<file path="config.mk">
export PLATFORM = sky130hd
export DESIGN_NAME = control_unit
export DESIGN_NICKNAME = d
export VERILOG_FILES = /design/src/control_unit_pkg.sv /design/src/control_unit.sv /design/src/datapath_control.sv /design/src/opcode_decoder.sv /design/src/state_sequencer.sv
export VERILOG_INCLUDE_DIRS = /design/src /design/src/src
export SDC_FILE = /design/constraint.sdc
export NUM_CORES = 1
export LEC_CHECK = 0
export ABC_CLOCK_PERIOD_IN_PS = 3300
export BUFFER_PORTS_ARGS = -buffer_cell sky130_fd_sc_hd__buf_2
export CORE_MARGIN = 8
export CORE_UTILIZATION = 51
export DETAILED_ROUTE_END_ITERATION = 10
export PLACE_DENSITY = 0.94
export SYNTH_ARGS = -nofsm -noshare
export SYNTH_HDL_FRONTEND = slang
export SYNTH_SLANG_ARGS = --single-unit
</file>
<file path="constraint.sdc">
create_clock -name clk -period 3.3 [get_ports clk]
set_clock_uncertainty 0.2 [all_clocks]
set_input_delay 0.165 -clock clk [delete_from_list [all_inputs] [get_ports clk]]
set_output_delay 0.165 -clock clk [all_outputs]
set_load 0.02 [all_outputs]
</file>
<file path="src/control_unit_settings.svh">
`ifndef CONTROL_UNIT_SETTINGS_SVH
`define CONTROL_UNIT_SETTINGS_SVH

// RISC-V major opcodes taken from bits [6:0] of the instruction word
`define OP_LOAD    7'b0000011
`define OP_STORE   7'b0100011
`define OP_RTYPE   7'b0110011
`define OP_ITYPE   7'b0010011
`define OP_JAL     7'b1101111
`define OP_BRANCH  7'b1100011
`define OP_JALR    7'b1100111
`define OP_AUIPC   7'b0010111
`define OP_LUI     7'b0110111
`define OP_SYSTEM  7'b1110011 // CSR instructions live here

// ALU operand A sources
`define SRC_A_PC      3'd0
`define SRC_A_RS1     3'd1
`define SRC_A_OLD_PC  3'd2 // PC of the instruction being executed
`define SRC_A_ZERO    3'd3

// ALU operand B sources
`define SRC_B_RS2   3'd0
`define SRC_B_FOUR  3'd1
`define SRC_B_IMM   3'd2

// Register file write-back sources
`define WB_ALU_OUT   3'd0
`define WB_MEM_DATA  3'd1
`define WB_CSR_DATA  3'd2

// Memory address sources
`define ADDR_PC     2'd0
`define ADDR_SAVED  2'd2 // Address latched in MEMADR

// ALU operation classes handed to the ALU control
`define ALUOP_ADD     2'd0
`define ALUOP_BRANCH  2'd1
`define ALUOP_FUNCT   2'd2 // Operation taken from funct3/funct7

`endif

</file>
<file path="src/control_unit_pkg.sv">
package control_unit_pkg;

    typedef logic [6:0] opcode_t;
    typedef logic [2:0] src_a_t; // Wider than needed to fit the datapath muxes
    typedef logic [2:0] src_b_t;
    typedef logic [2:0] wb_sel_t;
    typedef logic [1:0] addr_sel_t;
    typedef logic [1:0] aluop_t;

    typedef enum logic [3:0] {
        CLASS_LOAD, CLASS_STORE, CLASS_RTYPE, CLASS_ITYPE, CLASS_JAL, CLASS_BRANCH,
        CLASS_JALR, CLASS_AUIPC, CLASS_LUI, CLASS_CSR, CLASS_ILLEGAL
    } instr_class_t;

    typedef enum logic [4:0] {
        FETCH, VALIDATE_FETCH, DECODE, MEMADR, MEMREAD, MEMWB, MEMWRITE, EXECUTER,
        EXECUTEI, ALUWB, JAL, JALR_PC, JALR, BRANCH, AUIPC, LUI, EXECUTECSR
    } cu_state_t;

    typedef struct packed {
        logic pc_write;
        logic pc_write_cond; // PC written only if the branch is taken
        logic pc_source;
    } pc_ctrl_t;

    typedef struct packed {
        logic      memory_read;
        logic      memory_write;
        logic      ir_write;
        logic      save_address;
        addr_sel_t lord; // Instruction or data address
    } mem_ctrl_t;

    typedef struct packed {
        src_a_t alu_src_a;
        src_b_t alu_src_b;
        aluop_t aluop;
        logic   is_immediate;
    } alu_ctrl_t;

    typedef struct packed {
        logic    reg_write;
        wb_sel_t memory_to_reg;
        logic    csr_write_enable;
    } wb_ctrl_t;

endpackage

</file>
<file path="src/control_unit.sv">
`timescale 1ns/1ps

module control_unit (
    input  logic                        clk,
    input  logic                        reset,
    input  logic                        memory_response,
    input  control_unit_pkg::opcode_t   instruction_opcode,
    output control_unit_pkg::pc_ctrl_t  pc_ctrl,
    output control_unit_pkg::mem_ctrl_t mem_ctrl,
    output control_unit_pkg::alu_ctrl_t alu_ctrl,
    output control_unit_pkg::wb_ctrl_t  wb_ctrl
);

    import control_unit_pkg::*;

    instr_class_t instr_class;
    cu_state_t    state;

    opcode_decoder u_opcode_decoder (
        .instruction_opcode (instruction_opcode),
        .instr_class        (instr_class)
    );

    state_sequencer u_state_sequencer (
        .clk             (clk),
        .reset           (reset),
        .memory_response (memory_response),
        .instr_class     (instr_class),
        .state           (state)
    );

    // Control word is a pure function of the state
    datapath_control u_datapath_control (
        .state    (state),
        .pc_ctrl  (pc_ctrl),
        .mem_ctrl (mem_ctrl),
        .alu_ctrl (alu_ctrl),
        .wb_ctrl  (wb_ctrl)
    );

endmodule

</file>
<file path="src/datapath_control.sv">
`timescale 1ns/1ps

`include "control_unit_settings.svh"

module datapath_control (
    input  control_unit_pkg::cu_state_t state,
    output control_unit_pkg::pc_ctrl_t  pc_ctrl,
    output control_unit_pkg::mem_ctrl_t mem_ctrl,
    output control_unit_pkg::alu_ctrl_t alu_ctrl,
    output control_unit_pkg::wb_ctrl_t  wb_ctrl
);

    import control_unit_pkg::*;

    always_comb begin
        pc_ctrl.pc_write       = 1'b0;
        pc_ctrl.pc_write_cond  = 1'b0;
        pc_ctrl.pc_source      = 1'b0;
        mem_ctrl.memory_read   = 1'b0;
        mem_ctrl.memory_write  = 1'b0;
        mem_ctrl.ir_write      = 1'b0;
        mem_ctrl.save_address  = 1'b0;
        mem_ctrl.lord          = `ADDR_PC;
        alu_ctrl.alu_src_a     = `SRC_A_PC;
        alu_ctrl.alu_src_b     = `SRC_B_RS2;
        alu_ctrl.aluop         = `ALUOP_ADD;
        alu_ctrl.is_immediate  = 1'b0;
        wb_ctrl.reg_write      = 1'b0;
        wb_ctrl.memory_to_reg  = `WB_ALU_OUT;
        wb_ctrl.csr_write_enable = 1'b0;

        case (state)
            FETCH: begin
                mem_ctrl.memory_read = 1'b1;
            end
            VALIDATE_FETCH: begin
                mem_ctrl.memory_read = 1'b1;
                mem_ctrl.ir_write    = 1'b1;
                pc_ctrl.pc_write     = 1'b1; // PC + 4 from the ALU
                alu_ctrl.alu_src_b   = `SRC_B_FOUR;
            end
            DECODE: begin
                alu_ctrl.alu_src_a = `SRC_A_OLD_PC; // Branch target precomputed
                alu_ctrl.alu_src_b = `SRC_B_IMM;
            end
            MEMADR: begin
                alu_ctrl.alu_src_a    = `SRC_A_RS1;
                alu_ctrl.alu_src_b    = `SRC_B_IMM;
                mem_ctrl.save_address = 1'b1;
            end
            MEMREAD: begin
                mem_ctrl.memory_read = 1'b1;
                mem_ctrl.lord        = `ADDR_SAVED;
            end
            MEMWB: begin
                wb_ctrl.reg_write     = 1'b1;
                wb_ctrl.memory_to_reg = `WB_MEM_DATA;
            end
            MEMWRITE: begin
                mem_ctrl.memory_write = 1'b1;
                mem_ctrl.lord         = `ADDR_SAVED;
            end
            EXECUTER: begin
                alu_ctrl.alu_src_a = `SRC_A_RS1;
                alu_ctrl.aluop     = `ALUOP_FUNCT;
            end
            EXECUTEI: begin
                alu_ctrl.alu_src_a    = `SRC_A_RS1;
                alu_ctrl.alu_src_b    = `SRC_B_IMM;
                alu_ctrl.aluop        = `ALUOP_FUNCT;
                alu_ctrl.is_immediate = 1'b1;
            end
            ALUWB: begin
                wb_ctrl.reg_write = 1'b1;
            end
            // Target from DECODE goes to the PC while the ALU forms the link value
            JAL: begin
                alu_ctrl.alu_src_a = `SRC_A_OLD_PC;
                alu_ctrl.alu_src_b = `SRC_B_FOUR;
                pc_ctrl.pc_write   = 1'b1;
                pc_ctrl.pc_source  = 1'b1;
            end
            BRANCH: begin
                alu_ctrl.alu_src_a    = `SRC_A_RS1;
                alu_ctrl.aluop        = `ALUOP_BRANCH;
                pc_ctrl.pc_write_cond = 1'b1;
                pc_ctrl.pc_source     = 1'b1;
            end
            JALR_PC: begin
                alu_ctrl.alu_src_a = `SRC_A_RS1;
                alu_ctrl.alu_src_b = `SRC_B_IMM;
            end
            JALR: begin
                alu_ctrl.alu_src_a    = `SRC_A_OLD_PC;
                alu_ctrl.alu_src_b    = `SRC_B_FOUR;
                pc_ctrl.pc_write      = 1'b1;
                pc_ctrl.pc_source     = 1'b1;
                alu_ctrl.is_immediate = 1'b1;
            end
            AUIPC: begin
                alu_ctrl.alu_src_a = `SRC_A_OLD_PC;
                alu_ctrl.alu_src_b = `SRC_B_IMM;
            end
            LUI: begin
                alu_ctrl.alu_src_a = `SRC_A_ZERO; // 0 + upper immediate
                alu_ctrl.alu_src_b = `SRC_B_IMM;
            end
            EXECUTECSR: begin
                wb_ctrl.reg_write        = 1'b1;
                wb_ctrl.memory_to_reg    = `WB_CSR_DATA;
                wb_ctrl.csr_write_enable = 1'b1;
            end
            default: begin
                mem_ctrl.memory_read = 1'b0;
            end
        endcase
    end

endmodule

</file>
<file path="src/opcode_decoder.sv">
`timescale 1ns/1ps

`include "control_unit_settings.svh"

module opcode_decoder (
    input  control_unit_pkg::opcode_t      instruction_opcode,
    output control_unit_pkg::instr_class_t instr_class
);

    import control_unit_pkg::*;

    // Pure lookup on the major opcode while the funct fields are left to the ALU control
    always_comb begin
        case (instruction_opcode)
            `OP_LOAD: begin
                instr_class = CLASS_LOAD;
            end
            `OP_STORE: begin
                instr_class = CLASS_STORE;
            end
            `OP_RTYPE: begin
                instr_class = CLASS_RTYPE;
            end
            `OP_ITYPE: begin
                instr_class = CLASS_ITYPE;
            end
            `OP_JAL: begin
                instr_class = CLASS_JAL;
            end
            `OP_BRANCH: begin
                instr_class = CLASS_BRANCH;
            end
            `OP_JALR: begin
                instr_class = CLASS_JALR;
            end
            `OP_AUIPC: begin
                instr_class = CLASS_AUIPC;
            end
            `OP_LUI: begin
                instr_class = CLASS_LUI;
            end
            `OP_SYSTEM: begin
                instr_class = CLASS_CSR;
            end
            default: begin
                instr_class = CLASS_ILLEGAL; // Sends the machine back to fetch
            end
        endcase
    end

endmodule

</file>
<file path="src/state_sequencer.sv">
`timescale 1ns/1ps

module state_sequencer (
    input  logic                           clk,
    input  logic                           reset,
    input  logic                           memory_response,
    input  control_unit_pkg::instr_class_t instr_class,
    output control_unit_pkg::cu_state_t    state
);

    import control_unit_pkg::*;

    cu_state_t next_state;

    always_ff @(posedge clk) begin
        if (reset) begin
            state <= FETCH;
        end else begin
            state <= next_state;
        end
    end

    always_comb begin
        next_state = FETCH;
        case (state)
            FETCH: begin
                if (memory_response) begin
                    next_state = VALIDATE_FETCH;
                end else begin
                    next_state = FETCH; // Wait for the instruction word
                end
            end
            VALIDATE_FETCH: begin
                next_state = DECODE;
            end
            // The instruction register is loaded by now, so the class is valid
            DECODE: begin
                case (instr_class)
                    CLASS_LOAD, CLASS_STORE: begin
                        next_state = MEMADR;
                    end
                    CLASS_RTYPE: begin
                        next_state = EXECUTER;
                    end
                    CLASS_ITYPE: begin
                        next_state = EXECUTEI;
                    end
                    CLASS_JAL: begin
                        next_state = JAL;
                    end
                    CLASS_BRANCH: begin
                        next_state = BRANCH;
                    end
                    CLASS_JALR: begin
                        next_state = JALR_PC;
                    end
                    CLASS_AUIPC: begin
                        next_state = AUIPC;
                    end
                    CLASS_LUI: begin
                        next_state = LUI;
                    end
                    CLASS_CSR: begin
                        next_state = EXECUTECSR;
                    end
                    default: begin
                        next_state = FETCH; // Unknown opcode is skipped
                    end
                endcase
            end
            MEMADR: begin
                if (instr_class == CLASS_STORE) begin
                    next_state = MEMWRITE;
                end else begin
                    next_state = MEMREAD;
                end
            end
            MEMREAD: begin
                if (memory_response) begin
                    next_state = MEMWB;
                end else begin
                    next_state = MEMREAD;
                end
            end
            MEMWRITE: begin
                if (memory_response) begin
                    next_state = FETCH;
                end else begin
                    next_state = MEMWRITE;
                end
            end
            EXECUTER, EXECUTEI, JAL, JALR, AUIPC, LUI: begin
                next_state = ALUWB;
            end
            JALR_PC: begin
                next_state = JALR; // Target is computed and the link address comes next
            end
            MEMWB, ALUWB, BRANCH, EXECUTECSR: begin
                next_state = FETCH;
            end
            default: begin
                next_state = FETCH;
            end
        endcase
    end

endmodule

</file>
Word-level counts from Yosys, hierarchy flattened
Memory sizes are Yosys's and may differ from the RTL's.
Cells that the tools add are included.
Storage, ports and cells
  output and inout port bits: 23
  memories: 1
  input port bits: 10
  word-level logic and storage cells: 62
  memory bits (read-only): 80
  register bits after elaboration: 5
Memories
  (name not given): depth 16, width 5, rd ports 1, clocked after memory_dff 0, wr ports 0, line state_sequencer.sv:38  | case (instr_class)
Operators by class
  reductions and logical operators: 12
  mux-type cells: 21
  equal/unequal tests: 27
Operators with widths (count)
  5-bit by 4-bit == test with 1-bit output (second input constant): 8
  4-bit case mux with 10 select lines: 1
  5-bit case mux with 8 select lines: 1
  7-bit == test (second input constant): 4
  7-bit by 6-bit == test with 1-bit output (second input constant): 3
  5-bit by 3-bit == test with 1-bit output (second input constant): 4
  7-bit by 5-bit == test with 1-bit output (second input constant): 2
  1-bit two-way mux: 12
  2-bit case mux with 2 select lines: 3
  3-bit OR reduction: 4
  6-bit OR reduction: 2
  5-bit by 2-bit == test with 1-bit output (second input constant): 2
  7-bit by 2-bit == test with 1-bit output (second input constant): 1
  2-bit case mux with 3 select lines: 1
  2-bit OR reduction: 3
  5-bit by 1-bit == test with 1-bit output (second input constant): 1
  5-bit == test (second input constant): 1
  5-bit logical NOT: 1
  5-bit OR reduction: 1
  4-bit by 1-bit == test with 1-bit output (second input constant): 1
  2-bit two-way mux: 2
  4-bit OR reduction: 1
  3-bit two-way mux: 1

Logic depth before layout (Yosys ltp)
Gate-level depths: netlist (run 1).
  depth in word-level cells: 5
  depth in mapped cells: 10
  mapped depth without buffers: 9

Hierarchy
From an unflattened synthesis (run 1), not the netlist that was laid out.
Second synthesis, totals
  cell total of the unflattened synthesis: 123
  area total of the unflattened synthesis: 907.1 um^2
By module, submodules not included
  state_sequencer: seq. area each 100.1 um^2, cells each 50, times used 1, area each 436.7 um^2
  datapath_control: seq. area each 0.0 um^2, cells each 52, times used 1, area each 329.1 um^2
  opcode_decoder: seq. area each 0.0 um^2, cells each 21, times used 1, area each 141.4 um^2

Worst setup path after synthesis (run 1)
No wires, ideal clock.
  path kind: input port to flip-flop
  from: input port instruction_opcode[3]
  to: register u_state_sequencer.state[2]
  required time: 2969 ps
  setup time: 131 ps
  stages on the path: 7
  data arrival time: 1833 ps
  path slack: 1136 ps
  buffers on the path: 1
  cells stage by stage: clkbuf_1 or4_1 a21o_1 ha_1 or4_1 a21oi_1 o32ai_1
On the way
  word-level cells in the longest chain between the ends: 4
  elaborated cells between the ends (all ways): 13
  those cells by class: eq/ne: 10; mux: 2; memory: 1
Ends and longest elaborated chain
  start: declaration: line control_unit.sv:7  | input control_unit_pkg::opcode_t instruction_opcode,
  7-bit == test, or another cell as far along: line opcode_decoder.sv:14  | case (instruction_opcode)
  4-bit case mux with 10 select lines (*): line opcode_decoder.sv:14
  memory read 16 x 5 bit (*)
  5-bit case mux with 8 select lines (*): line state_sequencer.sv:25  | case (state)
  end signal: assignment: line state_sequencer.sv:19  | state <= next_state;
  end: declaration: line state_sequencer.sv:8  | output control_unit_pkg::cu_state_t state
Mark *: on every way between the ends. The rest lies on a longest branch, timed or not.
A chain may end at the register's enable or synchronous reset.

==> summary.md, run 1 <==
| Metric | Value |
|---|---|
| Status | `completed` |
| Area after DPL | `slightly above 900 µm²` |
| Iteration-0 DRC Markers | `68` |
| Clock-pin slew on the worst setup and hold paths | `0.05 ns` |
| CP Max Fanout | `20` |
| Clock root buffer | `clkbuf_4` |
| Gate power share | `between 30% and 40%` |
| Register area | `approximately 100 µm²` |
| Most common cell after layout, fill and taps aside | `buf_2` |
| Reg power frac | `around a third` |
| Filler cells | `132` |
| Final Cell Area | `942 µm²` |
| Max reg flops | `5` |
| CTS resizes | `0` |
| Reg2reg end | `u_state_sequencer.state[0]` |
| Initial Util | `a little over half` |
| Grt ovf | `0` |
| Primary FF master, synth | `dfxtp_1` |
| DP HPWL | `~1.7 mm` |
| Worst Hold End | `u_state_sequencer.state[2]` |
| Drt wl/cell | `about 14 µm` |
| WL final | `around 2.3 mm` |
| CTS Buf Count | `3` |
| GRT Util Overall | `13.9%` |
| Number of synthesis warnings | `0` |
| Crit share post-route | `66.9%` |
| HP Class | `primary input to flip-flop` |
| Worst Reg-to-Reg Cells | `4` |
| H-tree depth | `1` |
| Largest register by flop count | `u_state_sequencer.state` |
| Synth top area cells | `dfxtp_1 12%, nor2_1 7.8%, ha_1 7.6%, nand2_1 6.8%, a21oi_1 6.7%` |
| Fin crit period | `between 2 and 2.5 ns` |
| Antenna Nets Post-Route | `0` |
| Crit path from | `u_state_sequencer.state[0]` |
| Drt pass-1 iters | `4` |
| Ys async rst share | `0%` |
| Int Power | `approximately 0.14 mW` |
| Routability Congestion | `0.882` |
| Post-Syn Instances | `about 130` |
| Total negative setup slack | `0 ns` |
| Worst-Skew Late Latency | `about 0.25 ns` |
| RSZ-0062 raised after global routing | `no` |
| Largest area contributor in the netlist | `dfxtp_1` |
| Final-report hold violation count | `0` |
| Relative slew slack | `between 50 and 60%` |
| Top cell type's share of synthesized area | `12.2%` |
| Hold buffer count at cts | `1` |
| WP data required | `just under 3 ns` |
| Share of layout cells above drive strength 1 | `between 20% and 30%` |
| Number of max-cap violations | `0` |
| Clock buffer depth | `2` |
| Area of the multi-input gates | `between 600 and 700 µm²` |
| Vias in the first global route | `a little under 900` |
| P&R area growth vs syn | `14.6%` |
| Register-to-Register Setup Slack | `roughly 1.5 ns` |
| Routed vias | `975` |
| Die Height | `~56 µm` |
| Critical Path AT | `1.84 ns` |
| Largest net degree at the start of global routing | `21` |
| Setup violations, final | `0` |
| Setup Buffers After CTS | `0` |
| CP Capture Type | `output pin` |
| Row count | `14` |
| Clock sink count | `5` |
| Final Power | `0.218 mW` |
| Peak Freq | `0.453 GHz` |
| # diodes | `0` |
| Initial antenna violation count | `0` |
| Worst flop-to-flop path startpoint | `u_state_sequencer.state[0]` |
| CTS tree | `built` |
| Sw power | `0.0820 mW` |
| Core footprint | `between 1500 and 2000 µm²` |
| Syn_area_per_cell | `6.47 µm²` |
| Die Wd | `56.1 µm` |
| EDFF count, synth | `0` |
| Worst setup SP type | `flip-flop` |
| Seq/Total Area, Yosys | `around an eighth` |
| Distinct cell type count of the synthesized netlist | `41` |
| Io pins | `33` |
| Final design utilization | `between 60% and 70%` |
| Max-slew violations | `0` |
| Sw frac | `37.5%` |
| HP Start | `memory_response` |
| Die ar. | `3150 µm²` |
| Worst Tran Pin Value | `0.601 ns` |
| Most frequent cells in the layout | `28 x buf_2, 17 x nor2_1, 15 x nand2_1` |
| Input/output buffers | `28` |
| Pwr dens | `about 230 nW/µm²` |
| Clk network pwr share | `about a third` |
| WS Path Type | `flip-flop to output pin` |
| First-pass GRT wire length | `3.79 mm` |
| WHS Path Cells | `4` |
| Register bit total from synthesis | `5` |
| Pleak | `approximately 0.44 nW` |
| DRC Markers | `0` |
| Top flop regs | `u_state_sequencer.state: 5 flops` |
| Cell Area, Synth | `roughly 820 µm²` |
| Final #Nets | `about 160` |
| Avg Vias per Cell | `about 6.0` |
| Max IR drop VDD | `between 0.0001 and 0.00015 V` |
==> kinds of logic after synthesis <==
family                     share of synthesized area (%)
muxes                                               2.59
xor gates and xnor gates                            1.07
DFF                                                 12.2
AOI/OAI and AO/OA                                   26.9
adders and majority gates                           7.61
buffers and inverters                               12.5
other                                              0.456
and+or+nand+nor                                     36.7
==> area by class of cell <==
type | instances | share of cell area, %
flip-flops and latches | 5 | 10.6
clock buffers | 4 | 2.79
multi-input cells | 104 | 66.9
well taps | 16 | 2.12
inverters | 4 | 1.59
repair buffers | 29 | 15.9
==> synthesized netlist by cell type (all sizes together) (2+ instances only) <==
| library cell | count |
|---|---|
| o21ai | 4 |
| a211o | 2 |
| or4 | 2 |
| nor2 | 17 |
| clkbuf | 10 |
| nand4b | 2 |
| dfxtp | 5 |
| or3 | 3 |
| a21oi | 11 |
| a32o | 2 |
| nor3 | 5 |
| a31oi | 2 |
| nand2 | 15 |
| buf | 7 |
| nand2b | 5 |
| nand3 | 2 |
| nor4 | 3 |
| nor2b | 2 |
| a2111oi | 2 |
| ha | 5 |
| o21ba | 2 |
| inv | 4 |
==> worst max-delay path, cell delays in order (launching register included) <==
cell	delay, ns
dfxtp_1	0.69
nand2_1	0.32
nor3_1	0.27
o21ba_1	0.16
buf_2	0.15
==> through the flow <==
step | hold slack [ns] | instances | setup slack [ns]
after detailed placement | 0.215 | 157 | 0.975
after global routing | 0.204 | 162 | 0.916
final | 0.147 | 162 | 1.09
after CTS | 0.149 | 162 | 1.11
after global placement | 0.209 | 157 | 1.11
after floorplan | 0.0804 | 130 | 1.14
==> per-layer routing <==
| layer | up-vias | global-route usage [%] | routed length (µm) |
|---|---|---|---|
| met3 | 5 | 5.25 | 260 |
| met2 | 56 | 24.7 | 1120 |
| met5 | - | 0 | 0 |
| met4 | 0 | 7.22 | 36 |
| met1 | 435 | 13.5 | 857 |
| li1 | 479 | - | - |
==> how the worst max path moves through the flow <==
| stage | end | slack [ns] | depth (start not counted) |
|---|---|---|---|
| after floorplan | u_state_sequencer.state[2] | 1.14 | 7 |
| after global placement | u_state_sequencer.state[2] | 1.11 | 10 |
| after detailed placement | u_state_sequencer.state[2] | 0.98 | 10 |
| after CTS | pc_ctrl[2] | 1.11 | 4 |
| after global routing | alu_ctrl[3] | 0.92 | 4 |
| final | pc_ctrl[2] | 1.09 | 4 |
==> power groups by stage <==
stage | combinational [mW] | sequential, mW | clock [mW]
2_1_floorplan | 0.0616 | 0.0652 | 0
3_5_place_dp | 0.0710 | 0.0728 | 0
3_3_place_gp | 0.0675 | 0.0724 | 0
5_1_grt | 0.0797 | 0.0731 | 0.0765
6_report | 0.0727 | 0.0721 | 0.0735
4_1_cts | 0.0722 | 0.0718 | 0.0735
No activity file was read; power rests on OpenSTA's default activity.
==> inputs of run 2 (changes only) <==
--- a/config.mk
+++ b/config.mk
@@ -6,12 +6,12 @@
 export SDC_FILE = /design/constraint.sdc
 export NUM_CORES = 1
 export LEC_CHECK = 0
-export ABC_CLOCK_PERIOD_IN_PS = 3300
+export ABC_CLOCK_PERIOD_IN_PS = 2200
 export BUFFER_PORTS_ARGS = -buffer_cell sky130_fd_sc_hd__buf_2
 export CORE_MARGIN = 8
-export CORE_UTILIZATION = 51
+export CORE_UTILIZATION = 48
 export DETAILED_ROUTE_END_ITERATION = 10
-export PLACE_DENSITY = 0.94
+export PLACE_DENSITY = 0.89
 export SYNTH_ARGS = -nofsm -noshare
 export SYNTH_HDL_FRONTEND = slang
 export SYNTH_SLANG_ARGS = --single-unit
==> constraint.sdc (replaced) <==
create_clock -name clk -period 2.2 [get_ports clk]
set_clock_uncertainty 0.2 [all_clocks]
set_input_delay 0.11 -clock clk [delete_from_list [all_inputs] [get_ports clk]]
set_output_delay 0.11 -clock clk [all_outputs]
set_load 0.02 [all_outputs]
==> run 2 against run 1 <==
Against the previous run:
- flip-flop and latch count unchanged
- first-iteration DRC count decreased by 72%
- utilization decreased by 5.1 points
- die area increased by 4.5%
- clock-buffer cell count unchanged
==> summary.md, run 2 (synthesis gave the netlist of run 1 again) <==
| Metric | Value |
|---|---|
| Peak Freq | `approximately 0.50 GHz` |
| Pleak | `0.446 nW (+2.3%)` |
| Final Power | `0.327 mW (+50%)` |
| HP Start | `memory_response` |
| Grt ovf | `0 (unchanged)` |
| CTS tree | `built` |
| GRT Util Overall | `12.7% (-1.2 points)` |
| DRC Markers | `0 (unchanged)` |
| Initial antenna violation count | `0 (unchanged)` |
| DP HPWL | `1.77 mm (+1.5%)` |
| WP data required | `1.89 ns (-1.04 ns)` |
| Input/output buffers | `28 (unchanged)` |
| Crit path largest cell delay | `0.59 ns (-0.10 ns)` |
| Routability Congestion | `0.857 (-2.9%)` |
| Max IR drop VDD | `0.000171 V (+47%)` |
| Crit share post-route | `between 90% and 100%` |
| P&R area growth vs syn | `16.7%` |
| First-pass GRT wire length | `3.57 mm (-5.8%)` |
| Pwr dens | `341 nW/µm² (+47%)` |
| Iteration-0 DRC Markers | `19 (-72%)` |
| Critical Path AT | `1.69 ns (-0.15 ns)` |
| Cell with the largest stage delay on the worst path | `dfxtp_1` |
| Worst path bufs/invs | `2 (+1)` |
| Crit path cell chain | `inv_2 -> or3_1 -> a21oi_1 -> buf_2` |
| Most common cell after layout, fill and taps aside | `buf_2` |
| WHS Path Cells | `4 (unchanged)` |
| Crit path from | `u_state_sequencer.state[2]` |
| CTS Buf Count | `3 (unchanged)` |
| Drt pass-1 iters | `4 (unchanged)` |
| Largest net degree at the start of global routing | `21 (unchanged)` |
| Setup Buffers After CTS | `0 (unchanged)` |
| Final design utilization | `57.5% (-5.1 points)` |
| Number of max-cap violations | `0 (unchanged)` |
| Max-slew violations | `0 (unchanged)` |
| CP Max Fanout | `13 (-35%)` |
| Clock-pin slew on the worst setup and hold paths | `0.05 ns (about the same)` |
| Fin crit period | `between 1.5 and 2 ns` |
| Core footprint | `1670 µm² (+11%)` |
| Final-report hold violation count | `0 (unchanged)` |
| Top delay family on crit path | `flip-flops` |
| Clock buffer depth | `2 (unchanged)` |
| Setup violations, final | `0 (unchanged)` |
| Final #Nets | `164 (+1.2%)` |
| Initial Util | `49.2% (-5.4 points)` |
| # diodes | `0 (unchanged)` |
| Die ar. | `3290 µm² (+4.5%)` |
| Row count | `15 (+1)` |
| Largest register by flop count | `u_state_sequencer.state` |
| Worst-Skew Late Latency | `0.24 ns (about the same)` |
| Share of layout cells above drive strength 1 | `25.0% (+1.7 points)` |
| HP Class | `primary input to flip-flop` |
| Clock root buffer | `clkbuf_4` |
| Status | `completed` |
| H-tree depth | `1 (unchanged)` |
| Worst Hold End | `u_state_sequencer.state[2]` |
| Vias in the first global route | `879 (-1.3%)` |
| Worst flop-to-flop path startpoint | `u_state_sequencer.state[2]` |
| Die Height | `57.4 µm (+2.2%)` |
| Routed vias | `960 (-1.5%)` |
| Relative slew slack | `64.5% (+4.6 points)` |
| Io pins | `33 (unchanged)` |
| Max reg flops | `5 (unchanged)` |
| Top flop regs | `u_state_sequencer.state: 5 flops` |
| WS Path Type | `flip-flop to output pin` |
| RSZ-0062 raised after global routing | `no` |
| Reg2reg end | `u_state_sequencer.state[2]` |
| Worst Tran Pin Value | `0.531 ns (-0.0696 ns)` |
| Antenna Nets Post-Route | `0 (unchanged)` |
| Register-to-Register Setup Slack | `0.46 ns (-1.04 ns)` |
| CP Capture Type | `output pin` |
| WL final | `2.22 mm (-2.3%)` |
| Avg Vias per Cell | `5.82 (-3.3%)` |
| Drt wl/cell | `13.4 µm (-4.1%)` |
| Worst Reg-to-Reg Cells | `4 (unchanged)` |
| Clock sink count | `5 (unchanged)` |
| Worst setup SP type | `flip-flop` |
| Die Wd | `57.4 µm (+2.2%)` |
| Most frequent cells in the layout | `28 x buf_2, 17 x nor2_1, 15 x nand2_1` |
## run 2: cell count changes in the layout (fill, tap and decap cells not counted), sizes merged
cell,previous run,this run
buf,28,30
## run 2: stage by stage
| step | area [µm²] | std cells | hold WS (ns) | setup TNS, ns | worst slack (ns) |
|---|---|---|---|---|---|
| after floorplan | 833 | 130 | 0.0254 | 0 | 0.0908 |
| after global placement | 922 | 160 | 0.155 | 0 | 0.0938 |
| after detailed placement | 922 | 160 | 0.162 | -0.00283 | -0.00283 |
| after CTS | 958 | 165 | 0.112 | 0 | 0.120 |
| after global routing | 960 | 165 | 0.140 | 0 | 0.0680 |
| final | 960 | 165 | 0.107 | 0 | 0.201 |
## run 2: how the worst max path moves through the flow
| stage | endpoint | slack (ns) | depth (start not counted) |
|---|---|---|---|
| 6_report | alu_ctrl[2] | 0.20 | 4 |
| 2_1_floorplan | u_state_sequencer.state[2] | 0.09 | 7 |
| 3_3_place_gp | u_state_sequencer.state[2] | 0.09 | 10 |
| 4_1_cts | pc_ctrl[2] | 0.12 | 4 |
| 3_5_place_dp | u_state_sequencer.state[2] | -0.003 | 10 |
| 5_1_grt | alu_ctrl[2] | 0.07 | 4 |
## run 2: routing by layer
| metal | track usage, % | part of all wire [%] |
|---|---|---|
| met5 | 0 | 0 |
| met4 | 5.00 | 0.50 |
| met3 | 2.69 | 6.6 |
| met2 | 24.8 | 51 |
| met1 | 12.6 | 42 |
## run 2: repair_timing
item | 4_1_cts | 5_1_grt
hold endpoints to repair | 1 | 0
gates resized for setup | 0 | 1
hold buffers | 1 | 0
setup endpoints to repair | 0 | 2
## run 2: report_power, final
| part | internal [mW] | switching (mW) | leakage (nW) | total (mW) |
|---|---|---|---|---|
| Clock | 0.0686 | 0.0385 | 0.0150 | 0.107 |
| Sequential | 0.0946 | 0.0133 | 0.0410 | 0.108 |
| Combinational | 0.0438 | 0.0683 | 0.390 | 0.112 |
## run 2: worst reg2reg max path, cell delays in order (launching register included)
cell and delay [ns]:
dfxtp_1 0.59, inv_2 0.15, a2111oi_0 0.43, a21oi_1 0.07, o32ai_1 0.21
## run 2: cell type report
type                            count  area (µm²)
Fill cell                         157         711
Multi-Input combinational cell    104         631
Timing Repair Buffer               31         165
Sequential cell                     5         101
Clock buffer                        4        26.3
Tap cell                           17        21.3
Inverter                            4        15.0
